==> src/rtl/dcachePkg.sv <==
package dcachePkg;

   localparam int WORD_WIDTH = 32;
   localparam int TAG_WIDTH = 26;
   localparam int INDEX_WIDTH = 3;
   localparam int NUM_SETS = 8;

   typedef logic [WORD_WIDTH-1:0] word_t;
   typedef logic [TAG_WIDTH-1:0] tag_t;
   typedef logic [INDEX_WIDTH-1:0] index_t;

   // hit count lands here on halt
   localparam word_t HIT_COUNT_ADDR = 32'h3100;

   // address layout is tag, index, word offset, 2'b00
   typedef struct packed {
      logic valid;
      logic dirty;
      tag_t tag;
   } lineMeta_t;

   typedef struct packed {
      word_t high;
      word_t low;
   } lineData_t;

   // source of the memory address
   typedef enum logic [2:0] {
      selNone,
      selFill,     // request line
      selVictim,   // line being evicted
      selFlush,    // walker line
      selCount     // hit count word
   } memSel_t;

endpackage

==> src/rtl/setArray.sv <==
`timescale 1ns/100ps

module setArray #(
   parameter type entryT = logic [7:0]
) (
   input logic CLK,
   input logic nRST,
   input logic writeEn,
   input dcachePkg::index_t writeIndex,
   input entryT writeEntry,
   input dcachePkg::index_t readIndexA,
   output entryT readEntryA,
   input dcachePkg::index_t readIndexB,
   output entryT readEntryB
);

   entryT entries [dcachePkg::NUM_SETS];

   always_ff @(posedge CLK, negedge nRST)
   begin
      if (!nRST)
      begin
         for (int i = 0; i < dcachePkg::NUM_SETS; i++)
            entries[i] <= '0;
      end
      else if (writeEn)
         entries[writeIndex] <= writeEntry;
   end

   assign readEntryA = entries[readIndexA];   // request port
   assign readEntryB = entries[readIndexB];   // flush port

endmodule

==> src/rtl/wayLookup.sv <==
`timescale 1ns/100ps

module wayLookup (
   input logic CLK,
   input logic nRST,
   input dcachePkg::tag_t reqTag,
   input dcachePkg::index_t reqIndex,
   input logic wordHigh,
   input dcachePkg::lineMeta_t meta0,
   input dcachePkg::lineMeta_t meta1,
   input dcachePkg::lineData_t data0,
   input dcachePkg::lineData_t data1,
   input logic lruUpdate,
   output logic hit,
   output logic hitWay,
   output logic victimWay,
   output dcachePkg::lineMeta_t victimMeta,
   output dcachePkg::lineData_t victimData,
   output dcachePkg::word_t loadWord
);

   logic [dcachePkg::NUM_SETS-1:0] lru;   // names the victim way per set
   logic match0;
   logic match1;
   dcachePkg::lineData_t hitLine;

   assign match0 = meta0.valid && (meta0.tag == reqTag);
   assign match1 = meta1.valid && (meta1.tag == reqTag);

   assign hit = match0 || match1;
   assign hitWay = match1;

   assign hitLine = hitWay ? data1 : data0;
   assign loadWord = wordHigh ? hitLine.high : hitLine.low;

   assign victimWay = lru[reqIndex];
   assign victimMeta = victimWay ? meta1 : meta0;
   assign victimData = victimWay ? data1 : data0;

   always_ff @(posedge CLK, negedge nRST)
   begin
      if (!nRST)
         lru <= '0;
      else if (lruUpdate)
         lru[reqIndex] <= ~lru[reqIndex];   // away from the way just filled
   end

endmodule

==> src/rtl/memAccess.sv <==
`timescale 1ns/100ps

module memAccess (
   input dcachePkg::memSel_t memSel,
   input logic wordHigh,
   input dcachePkg::tag_t reqTag,
   input dcachePkg::index_t reqIndex,
   input logic reqOffset,
   input dcachePkg::lineMeta_t victimMeta,
   input dcachePkg::lineData_t victimData,
   input dcachePkg::index_t flushIndex,
   input logic flushWay,
   input dcachePkg::lineMeta_t flushMeta0,
   input dcachePkg::lineMeta_t flushMeta1,
   input dcachePkg::lineData_t flushData0,
   input dcachePkg::lineData_t flushData1,
   input dcachePkg::word_t hitCount,
   input dcachePkg::word_t storeWord,
   input dcachePkg::word_t loadWord,
   input dcachePkg::word_t dload,
   input dcachePkg::lineData_t hitData,
   input logic captureFill,
   input logic mergeStore,
   input logic markDirty,
   output dcachePkg::word_t daddr,
   output dcachePkg::word_t dstore,
   output dcachePkg::lineMeta_t newMeta,
   output dcachePkg::lineData_t newData
);

   dcachePkg::lineMeta_t flushMeta;
   dcachePkg::lineData_t flushData;
   dcachePkg::word_t reqWord;
   dcachePkg::word_t fillWord;

   assign flushMeta = flushWay ? flushMeta1 : flushMeta0;
   assign flushData = flushWay ? flushData1 : flushData0;

   always_comb
   begin
      daddr = '0;
      dstore = '0;
      case (memSel)
         dcachePkg::selFill: daddr = {reqTag, reqIndex, wordHigh, 2'b00};
         dcachePkg::selVictim:
         begin
            daddr = {victimMeta.tag, reqIndex, wordHigh, 2'b00};   // old tag, same set
            dstore = wordHigh ? victimData.high : victimData.low;
         end
         dcachePkg::selFlush:
         begin
            daddr = {flushMeta.tag, flushIndex, wordHigh, 2'b00};
            dstore = wordHigh ? flushData.high : flushData.low;
         end
         dcachePkg::selCount:
         begin
            daddr = dcachePkg::HIT_COUNT_ADDR;
            dstore = hitCount;
         end
         default: ;
      endcase
   end

   assign newMeta = '{valid: 1'b1, dirty: markDirty, tag: reqTag};

   assign reqWord = mergeStore ? storeWord : loadWord;
   // store overrides the fetched word at its own offset
   assign fillWord = (mergeStore && (reqOffset == wordHigh)) ? storeWord : dload;

   always_comb
   begin
      if (captureFill)
      begin
         newData = victimData;   // holds the half already fetched
         if (wordHigh)
            newData.high = fillWord;
         else
            newData.low = fillWord;
      end
      else
      begin
         newData = hitData;
         if (reqOffset)
            newData.high = reqWord;
         else
            newData.low = reqWord;
      end
   end

endmodule

==> src/rtl/cacheController.sv <==
`timescale 1ns/100ps

module cacheController (
   input logic CLK,
   input logic nRST,
   input logic dmemREN,
   input logic dmemWEN,
   input logic halt,
   input logic dwait,
   input logic hit,
   input logic hitWay,
   input logic victimWay,
   input logic victimDirty,
   input logic flushDirty,
   output logic dREN,
   output logic dWEN,
   output dcachePkg::memSel_t memSel,
   output logic wordHigh,
   output logic [1:0] metaWriteEn,
   output logic [1:0] dataWriteEn,
   output logic captureFill,
   output logic mergeStore,
   output logic markDirty,
   output logic lruUpdate,
   output dcachePkg::index_t flushIndex,
   output logic flushWay,
   output dcachePkg::word_t hitCount,
   output logic dhit,
   output logic flushed
);

   typedef enum logic [3:0] {
      idle,
      writeHit,
      wbLow,
      wbHigh,
      fillLow,
      fillHigh,
      install,
      respond,
      countWrite,
      flushLow,
      flushHigh,
      flushStep,
      done
   } state_t;

   state_t state;
   state_t nextState;
   logic [dcachePkg::INDEX_WIDTH:0] walkPos;   // set, then way in the lsb
   logic [dcachePkg::INDEX_WIDTH:0] nextWalkPos;
   logic walkLast;
   dcachePkg::word_t nextHitCount;

   assign {flushIndex, flushWay} = walkPos;
   assign walkLast = &walkPos;

   always_ff @(posedge CLK, negedge nRST)
   begin
      if (!nRST)
      begin
         state <= idle;
         walkPos <= '0;
         hitCount <= '0;
      end
      else
      begin
         state <= nextState;
         walkPos <= nextWalkPos;
         hitCount <= nextHitCount;
      end
   end

   always_comb
   begin
      nextState = state;
      nextWalkPos = walkPos;
      nextHitCount = hitCount;
      dREN = 1'b0;
      dWEN = 1'b0;
      memSel = dcachePkg::selNone;
      wordHigh = 1'b0;
      metaWriteEn = '0;
      dataWriteEn = '0;
      captureFill = 1'b0;
      mergeStore = 1'b0;
      markDirty = 1'b0;
      lruUpdate = 1'b0;
      dhit = 1'b0;
      flushed = 1'b0;

      case (state)
         idle:
         begin
            if (dmemREN || dmemWEN)
            begin
               if (hit)
               begin
                  nextHitCount = hitCount + 1;   // first lookup only
                  if (dmemWEN)
                     nextState = writeHit;
                  else
                     dhit = 1'b1;   // read hit, same cycle
               end
               else if (victimDirty)
                  nextState = wbLow;
               else
                  nextState = fillLow;
            end
            else if (halt)
               nextState = countWrite;
         end
         writeHit:
         begin
            dataWriteEn = 2'b01 << hitWay;
            metaWriteEn = 2'b01 << hitWay;
            mergeStore = 1'b1;
            markDirty = 1'b1;
            nextState = respond;
         end
         wbLow:
         begin
            dWEN = 1'b1;
            memSel = dcachePkg::selVictim;
            if (!dwait)
               nextState = wbHigh;
         end
         wbHigh:
         begin
            dWEN = 1'b1;
            memSel = dcachePkg::selVictim;
            wordHigh = 1'b1;
            if (!dwait)
               nextState = fillLow;
         end
         fillLow, fillHigh:
         begin
            dREN = 1'b1;
            memSel = dcachePkg::selFill;
            wordHigh = (state == fillHigh);
            captureFill = 1'b1;
            mergeStore = dmemWEN;   // write miss merges its word
            if (!dwait)
            begin
               dataWriteEn = 2'b01 << victimWay;
               nextState = (state == fillHigh) ? install : fillHigh;
            end
         end
         install:
         begin
            metaWriteEn = 2'b01 << victimWay;
            markDirty = dmemWEN;
            lruUpdate = 1'b1;
            nextState = respond;
         end
         respond:
         begin
            dhit = 1'b1;
            nextState = idle;
         end
         countWrite:
         begin
            dWEN = 1'b1;
            memSel = dcachePkg::selCount;
            if (!dwait)
               nextState = flushStep;
         end
         flushStep:
         begin
            if (flushDirty)
               nextState = flushLow;
            else if (walkLast)
               nextState = done;
            else
               nextWalkPos = walkPos + 1'b1;   // skip clean or invalid
         end
         flushLow:
         begin
            dWEN = 1'b1;
            memSel = dcachePkg::selFlush;
            if (!dwait)
               nextState = flushHigh;
         end
         flushHigh:
         begin
            dWEN = 1'b1;
            memSel = dcachePkg::selFlush;
            wordHigh = 1'b1;
            if (!dwait)
            begin
               if (walkLast)
                  nextState = done;
               else
               begin
                  nextWalkPos = walkPos + 1'b1;
                  nextState = flushStep;
               end
            end
         end
         done:
            flushed = 1'b1;   // held until reset
         default:
            nextState = idle;
      endcase
   end

endmodule

==> src/rtl/dataCache.sv <==
`timescale 1ns/100ps

module dataCache (
   input logic CLK,
   input logic nRST,
   input logic dmemREN,
   input logic dmemWEN,
   input dcachePkg::word_t dmemAddr,
   input dcachePkg::word_t dmemStore,
   input logic halt,
   output logic dhit,
   output dcachePkg::word_t dmemLoad,
   output logic flushed,
   output logic dREN,
   output logic dWEN,
   output dcachePkg::word_t daddr,
   output dcachePkg::word_t dstore,
   input dcachePkg::word_t dload,
   input logic dwait
);

   dcachePkg::tag_t reqTag;
   dcachePkg::index_t reqIndex;
   logic reqOffset;
   dcachePkg::lineMeta_t metaA [2];
   dcachePkg::lineMeta_t metaB [2];
   dcachePkg::lineData_t dataA [2];
   dcachePkg::lineData_t dataB [2];
   dcachePkg::lineMeta_t newMeta;
   dcachePkg::lineData_t newData;
   dcachePkg::lineMeta_t victimMeta;
   dcachePkg::lineData_t victimData;
   dcachePkg::lineData_t hitData;
   dcachePkg::index_t flushIndex;
   dcachePkg::memSel_t memSel;
   dcachePkg::word_t hitCount;
   logic [1:0] metaWriteEn;
   logic [1:0] dataWriteEn;
   logic hit;
   logic hitWay;
   logic victimWay;
   logic victimDirty;
   logic flushDirty;
   logic flushWay;
   logic wordHigh;
   logic captureFill;
   logic mergeStore;
   logic markDirty;
   logic lruUpdate;

   assign {reqTag, reqIndex, reqOffset} = dmemAddr[dcachePkg::WORD_WIDTH-1:2];
   assign hitData = dataA[hitWay];
   assign victimDirty = victimMeta.dirty;   // dirty implies valid
   assign flushDirty = metaB[flushWay].dirty;

   for (genvar w = 0; w < 2; w++)
   begin : gWay
      setArray #(.entryT(dcachePkg::lineMeta_t)) metaArray (
         .CLK(CLK), .nRST(nRST), .writeEn(metaWriteEn[w]), .writeIndex(reqIndex),
         .writeEntry(newMeta), .readIndexA(reqIndex), .readEntryA(metaA[w]),
         .readIndexB(flushIndex), .readEntryB(metaB[w]));
      setArray #(.entryT(dcachePkg::lineData_t)) dataArray (
         .CLK(CLK), .nRST(nRST), .writeEn(dataWriteEn[w]), .writeIndex(reqIndex),
         .writeEntry(newData), .readIndexA(reqIndex), .readEntryA(dataA[w]),
         .readIndexB(flushIndex), .readEntryB(dataB[w]));
   end

   wayLookup lookup (
      .CLK(CLK), .nRST(nRST), .reqTag(reqTag), .reqIndex(reqIndex), .wordHigh(reqOffset),
      .meta0(metaA[0]), .meta1(metaA[1]), .data0(dataA[0]), .data1(dataA[1]),
      .lruUpdate(lruUpdate), .hit(hit), .hitWay(hitWay), .victimWay(victimWay),
      .victimMeta(victimMeta), .victimData(victimData), .loadWord(dmemLoad));

   memAccess access (
      .memSel(memSel), .wordHigh(wordHigh), .reqTag(reqTag), .reqIndex(reqIndex),
      .reqOffset(reqOffset), .victimMeta(victimMeta), .victimData(victimData),
      .flushIndex(flushIndex), .flushWay(flushWay), .flushMeta0(metaB[0]),
      .flushMeta1(metaB[1]), .flushData0(dataB[0]), .flushData1(dataB[1]),
      .hitCount(hitCount), .storeWord(dmemStore), .loadWord(dmemLoad), .dload(dload),
      .hitData(hitData), .captureFill(captureFill), .mergeStore(mergeStore),
      .markDirty(markDirty), .daddr(daddr), .dstore(dstore), .newMeta(newMeta),
      .newData(newData));

   cacheController control (
      .CLK(CLK), .nRST(nRST), .dmemREN(dmemREN), .dmemWEN(dmemWEN), .halt(halt),
      .dwait(dwait), .hit(hit), .hitWay(hitWay), .victimWay(victimWay),
      .victimDirty(victimDirty), .flushDirty(flushDirty), .dREN(dREN), .dWEN(dWEN),
      .memSel(memSel), .wordHigh(wordHigh), .metaWriteEn(metaWriteEn),
      .dataWriteEn(dataWriteEn), .captureFill(captureFill), .mergeStore(mergeStore),
      .markDirty(markDirty), .lruUpdate(lruUpdate), .flushIndex(flushIndex),
      .flushWay(flushWay), .hitCount(hitCount), .dhit(dhit), .flushed(flushed));

endmodule

==> config.mk <==
export PLATFORM = sky130hd
export DESIGN_NAME = dataCache
export DESIGN_NICKNAME = d
export VERILOG_FILES = /design/src/rtl/dcachePkg.sv /design/src/rtl/setArray.sv /design/src/rtl/wayLookup.sv /design/src/rtl/memAccess.sv /design/src/rtl/cacheController.sv /design/src/rtl/dataCache.sv
export SDC_FILE = /design/constraint.sdc
export NUM_CORES = 2
export LEC_CHECK = 0
export BUFFER_PORTS_ARGS = -buffer_cell sky130_fd_sc_hd__buf_2
export CAP_MARGIN = 20
export CELL_PAD_IN_SITES_DETAIL_PLACEMENT = 0
export CELL_PAD_IN_SITES_GLOBAL_PLACEMENT = 1
export CORE_MARGIN = 5
export CORE_UTILIZATION = 27
export CTS_CLUSTER_SIZE = 8
export DETAILED_ROUTE_END_ITERATION = 10
export PLACE_DENSITY = 0.58
export SYNTH_ARGS = -nofsm -noshare
export SYNTH_HDL_FRONTEND = slang
export SYNTH_SLANG_ARGS = --single-unit
==> constraint.sdc <==
create_clock -name CLK -period 10.5 [get_ports CLK]
set_clock_uncertainty 0.2 [all_clocks]
set_input_delay 1.05 -clock CLK [delete_from_list [all_inputs] [get_ports CLK]]
set_output_delay 1.05 -clock CLK [all_outputs]
set_load 0.02 [all_outputs]
## After elaboration in Yosys (flattened, before gate mapping)

Cells that the tools add are included.
W data, S select, Z words.

| word-level totals | value |
|---|---|
| bits in registers | 1,520 |
| input port bits | 102 |
| output and inout port bits | 100 |

| cells by class | value |
|---|---|
| bitwise gates (word level) | 6 |
| shift-type cells | 2 |
| order comparisons | 7 |
| $add $sub $neg | 2 |
| mux-type cells | 95 |
| reductions and logical operators | 19 |
| eq/ne operators | 29 |

Operators by type and width:

| kind | count |
|---|---|
| $bwmux W512 | 2 |
| $mux W64 | 16 |
| $bmux W64 S3 | 4 |
| $bwmux W224 | 2 |
| $bmux W28 S3 | 4 |
| $mux W32 | 9 |
| $mux W27 | 8 |
| $demux W64 S3 | 1 |
| $mux W28 | 5 |
| $pmux W32 S4 | 1 |
| $pmux W32 S3 | 1 |
| $demux W28 S3 | 1 |
| $mux W4 | 15 |
| $eq A26 B26 Y1 | 2 |
| $pmux W4 S10 | 1 |
| $add A32 B1 Y32 const B | 1 |
| $mux W26 | 1 |
| $eq A4 B4 Y1 const B | 5 |
| $eq A4 B3 Y1 const B | 4 |
| $ne A2 B2 Y1 const B | 7 |
| $pmux W3 S4 | 1 |
| $reduce_and A10 Y1 | 1 |
| $reduce_or A2 Y1 | 5 |
| $mux W1 | 9 |
| other kinds (34) | 54 |

## Depth between registers and ports, before layout

| logic depth | value |
|---|---|
| depth after elaboration | 13 |
| depth in mapped cells | 19 |
| depth with buffers taken out | 11 |

## Modules after synthesis

Synthesis repeated with hierarchy kept, for this count alone.

| second synthesis, totals | value |
|---|---|
| cells, all modules | 5,867 |
| area total of the unflattened synthesis | 89,393.2 um^2 |

Modules (own cells, without submodules):

| module | cells each | area each (um^2) | times used | seq. area each (um^2) |
|---|---|---|---|---|
| setArray (gWay[0].dataArray ...) | 1,541 | 26,611.8 | 2 | 12,812.3 |
| setArray (gWay[0].metaArray ...) | 677 | 11,703.7 | 2 | 5,605.4 |
| memAccess | 879 | 6,466.2 | 1 | 0.0 |
| wayLookup | 247 | 2,952.8 | 1 | 200.2 |
| cacheController | 233 | 2,254.7 | 1 | 1,001.0 |
| dataCache | 72 | 1,088.5 | 1 | 0.0 |

## Worst setup path after synthesis

Ideal clock, no wire load.

| timing | value |
|---|---|
| path kind | input-to-output |
| start point | input port dmemAddr[5] |
| end point | output port dmemLoad[31] |
| setup slack | 4,678 ps |
| path buffers | 6 |
| stages | 14 |
| data required time | 9,250 ps |
| arrival | 4,572 ps |
| path through | buf_2 buf_2 inv_2 buf_2 o221ai_1 a22oi_1 o2111ai_1 or4b_4 nor4_4 buf_6 buf_8 buf_12 mux2_2 o21ai_0 |

| between the ends | value |
|---|---|
| cells in the longest elaborated chain, start to end | 8 |
| elaborated cells on any way between the ends | 14 |
| those cells by class | eq/ne (1); mux (11); bitwise (1); reduce/logical (1) |

RTL lines:

| item | line | text |
|---|---|---|
| start, declared | dataCache.sv:8 | `input dcachePkg::word_t dmemAddr,` |
| $not A3 Y4 (not written as such) * | setArray.sv:30 | `assign readEntryA = entries[readIndexA];` |
| $bmux W28 S3 | setArray.sv:30 |  |
| $mux W28 (not written as such) (2 in series) | setArray.sv:30 |  |
| $eq A26 B26 Y1 | wayLookup.sv:28 | `assign match1 = meta1.valid && (meta1.tag == reqTag);` |
| $logic_and A1 B1 Y1 | wayLookup.sv:28 |  |
| $mux W64 * | wayLookup.sv:33 | `assign hitLine = hitWay ? data1 : data0;` |
| $mux W32 * | wayLookup.sv:34 | `assign loadWord = wordHigh ? hitLine.high : hitLine.low;` |
| end, declared | dataCache.sv:12 | `output dcachePkg::word_t dmemLoad,` |

Mark *: on every way between the ends. The rest lies on a longest branch, timed or not. The select of a mux whose other input is x is not followed.

## Worst setup path in the final report

| timing | value |
|---|---|
| start point | input port dmemAddr[3] |
| end point | output port dmemLoad[23] |

The elaborated chain is that of the path after synthesis.

==> out/qor.yml <==
cts.reportedPaths.clkPinSlew_ns: 0.05
vdd_drop_max_mv: 0.259
final_hold_viol_count: 0
finish.utilization_pct: 30.6
dp_worst_setup_slack_ns: 2.35
result_of_the_run: "completed"
cts_resized: 0
maxCapViolCount: 0
detail_route.wl_per_cell_um: 34.1
detail_route.drc_violations: 0
max_slew.worst_pin.slew_ns: 1.17
coreArea_um2: 318000
die_y_um: 575
ioPinCount: 202
synth_sequential_area_ratio_pct: 44.2
post-synth-top-count-cell: "sky130_fd_sc_hd__o21ai_0"
critical_path_required_ns: 9.25
via_count_of_the_first_global_routing_pass: 73300
max_freq_mhz: 120
grt_antenna_before_repair: 56
postSynthRegisterBits: 1520
timing.final.ws_setup_ns: 2.15
timing.critical_path.fanout_max: 54
global_route.usage.met3_pct: 5.17
grt_start_max_net_pins: 187
drt-vias-per-instance: 6.15
cts-htree-levels: 4
global_route.peak_usage_layer: "met2"
grt_use_met1_pct: 32.2
synth_to_final_area_change_pct: 12.7
hp-class: "reg -> reg"
synth.top_cells.by_count: "1,874 x sky130_fd_sc_hd__o21ai_0, 1,520 x sky130_fd_sc_hd__dfrtp_1, 654 x sky130_fd_sc_hd__clkbuf_1"
cts.root.buffer_cell: "sky130_fd_sc_hd__clkbuf_16"
critPathSlowestCell: "sky130_fd_sc_hd__mux2i_2"
die_x_um: 575
detailed_place_hpwl_um: 232000
maximum_clock_path_buffer_count: 4
pwr_total_mw: 28.0
p_leak_nw: 39.8
critPathKind: "in -> out"
grt.met2_usage_pct: 36.4
count_of_fill_cells_added_during_filler_insertion: 32300
floorplan.die_area_um2: 330000
ff_latch_area_um2: 38100
timing.critical_path.slowest_cell_delay_ns: 0.86
clock_insertion_delay_worst_skew_ns: 0.93
final_period_minus_worst_setup_slack_ns: 8.35
yosysTopAreaCell: "sky130_fd_sc_hd__dfrtp_1"
drc_violation_total_after_the_first_tritonroute_iteration: 8866
nets: 7995
gp_congestion: 0.850
fin_worst_hold_slack_ns: 0.267
tritoncts: "yes"
synthDominantCellAreaShare_pct: 44.2
timing.critical_path.to_type: "output pin"
worst_slew_margin_rel_pct: 19.9
multi_input_gate_area_um2: 44700
first_pass_grt_wire_length_um: 582000
ys.warnings.count: 0
yosysUniqueCellTypes: 94
async_flop_share_pct: 100
routed-via-count: 74700
totalWireLength_um: 413000
rsz_0062_raised_after_global_routing: "no"
gr-total-overflow: 0
placement.io_buffers: 197
clock_sink_count: 1520
cp_data_arrival_time_ns: 7.10
drt.antenna.violating_nets: 0
netlist_top_cells_area: "sky130_fd_sc_hd__dfrtp_1 44%, sky130_fd_sc_hd__o21ai_0 11%, sky130_fd_sc_hd__mux4_2 8.5%, sky130_fd_sc_hd__mux2_2 6.8%, sky130_fd_sc_hd__mux2i_1 6.4%"
power_density_nw_per_um2: 288
track_usage_pct: 24.1
synthesis.instances: 8114
post_synth_instance_area_um2: 86100
report.final.setup_viol: 0
ys_dominant_reg_cell: "sky130_fd_sc_hd__dfrtp_1"
number_of_flops_mapped_to_enable_cells_by_yosys: 0
critical_path.cell_chain: "buf_8, buf_4, nand2b_2, o221ai_1, a22oi_1, o2111ai_1, or4b_4, nor4_4, buf_12, mux2_2, mux2i_2, buf_2"
synth.avg_cell_area_um2: 10.6
starting_density_of_the_core_pct: 27.1
timing.setup.tns_ns: 0
final-max-slew-violation-count: 0
cts-buffers-inserted: 218
start_kind: "input port"
postCtsSetupRepairBufs: 0
layout_worst_path_cycle_share_pct: 79.5
share_of_layout_cells_above_drive_strength_1_pct: 20.9
drt_pre_antenna_iters: 6
rows: 207
==> kinds of logic (layout without fill, tap and decap cells) <==
logic type	after synthesis	count (layout)	share of synthesized area (%)
and+or+nand+nor	810	810	4.39
adders and majority gates	2	2	0.0290
other	1	48	0.00435
xor gates and xnor gates	78	78	0.793
DFF	1520	1520	44.2
muxes	1674	1674	25.4
AOI/OAI and AO/OA	3115	3115	20.8
buffers and inverters	914	709	4.43
==> layout by cell type (no fill, tap or decap), types with 29 or more instances in the layout <==
| cell | count |
|---|---|
| sky130_fd_sc_hd__a211oi_1 | 43 |
| sky130_fd_sc_hd__a21oi_1 | 293 |
| sky130_fd_sc_hd__a221o_1 | 30 |
| sky130_fd_sc_hd__a221oi_1 | 29 |
| sky130_fd_sc_hd__a22oi_1 | 58 |
| sky130_fd_sc_hd__buf_2 | 192 |
| sky130_fd_sc_hd__buf_4 | 216 |
| sky130_fd_sc_hd__clkbuf_16 | 218 |
| sky130_fd_sc_hd__dfrtp_1 | 1516 |
| sky130_fd_sc_hd__diode_2 | 46 |
| sky130_fd_sc_hd__mux2_1 | 276 |
| sky130_fd_sc_hd__mux2_2 | 519 |
| sky130_fd_sc_hd__mux2i_1 | 545 |
| sky130_fd_sc_hd__mux4_2 | 326 |
| sky130_fd_sc_hd__nand2_1 | 349 |
| sky130_fd_sc_hd__nand3_1 | 65 |
| sky130_fd_sc_hd__nor2_1 | 166 |
| sky130_fd_sc_hd__nor3_1 | 53 |
| sky130_fd_sc_hd__o21ai_0 | 1864 |
| sky130_fd_sc_hd__o21ai_1 | 116 |
| sky130_fd_sc_hd__o221ai_1 | 213 |
| sky130_fd_sc_hd__o22ai_1 | 271 |
| sky130_fd_sc_hd__xnor2_1 | 43 |
| sky130_fd_sc_hd__xor2_1 | 35 |
==> worst paths after layout <==
path / from / endpoint / slack (ns) / cells after the start
worst max-delay path: dmemAddr[3] / dmemLoad[23] / 2.15 / 12
worst min register to register: gWay[0].metaArray.entries[27] / gWay[0].metaArray.entries[27] / 0.27 / 1
worst min-delay path: gWay[0].metaArray.entries[27] / gWay[0].metaArray.entries[27] / 0.27 / 1
worst max register to register: control.state[3] / gWay[1].dataArray.entries[85] / 3.71 / 15
min in group asynchronous: nRST / gWay[0].metaArray.entries[76] / 0.59 / 2
max in group asynchronous: nRST / gWay[1].dataArray.entries[448] / 7.01 / 4
==> cell type report <==
type / count / area share, %
antenna: 46 / 0.119
clock buffer: 228 / 5.68
clock inverter: 11 / 0.135
inverter: 26 / 0.116
multi-input combinational: 5681 / 46.0
sequential: 1520 / 39.2
tap: 4180 / 5.39
timing repair buffer: 444 / 3.36
==> state kept, by name, summed over array words and instances (netlist names) <==
register,count
lookup.lru,8
control.hitCount,32
gWay.metaArray.entries,448
control.state,4
control.walkPos,4
gWay.dataArray.entries,1024
==> layer usage <==
layer	up-vias	part of all wire, %
li1	30200	-
met1	38900	41
met2	4473	44
met3	1055	9.3
met4	16	6.4
met5	-	0.021
==> what timing repair did <==
action	CTS	global route
hold endpoints to repair	9	0
hold buffers	1	0
endpoints found under the setup margin	0	0
==> where the power goes <==
| part | internal, mW | switching [mW] | leakage (nW) | total (mW) |
|---|---|---|---|---|
| logic | 4.56 | 7.29 | 17.0 | 11.8 |
| registers | 8.05 | 1.72 | 20.0 | 9.76 |
| clock network | 3.67 | 2.73 | 2.77 | 6.39 |
| total | 16.3 | 11.7 | 39.8 | 28.0 |
==> stage by stage <==
stage	cells	area (µm²)
2_1_floorplan	8115	86100
3_3_place_gp	11800	91200
3_5_place_dp	11800	91200
4_1_cts	12100	96900
5_1_grt	12100	97100
6_report	12100	97100
==> critical path, delay by kind of cell <==
family / cells / cell delay [ns]
AOI/OAI and AO/OA: 3 / 0.90
buffers and inverters: 4 / 2.10
muxes: 2 / 1.27
and+or+nand+nor: 3 / 1.62
Note: power is estimated with default switching activity, not from simulation.
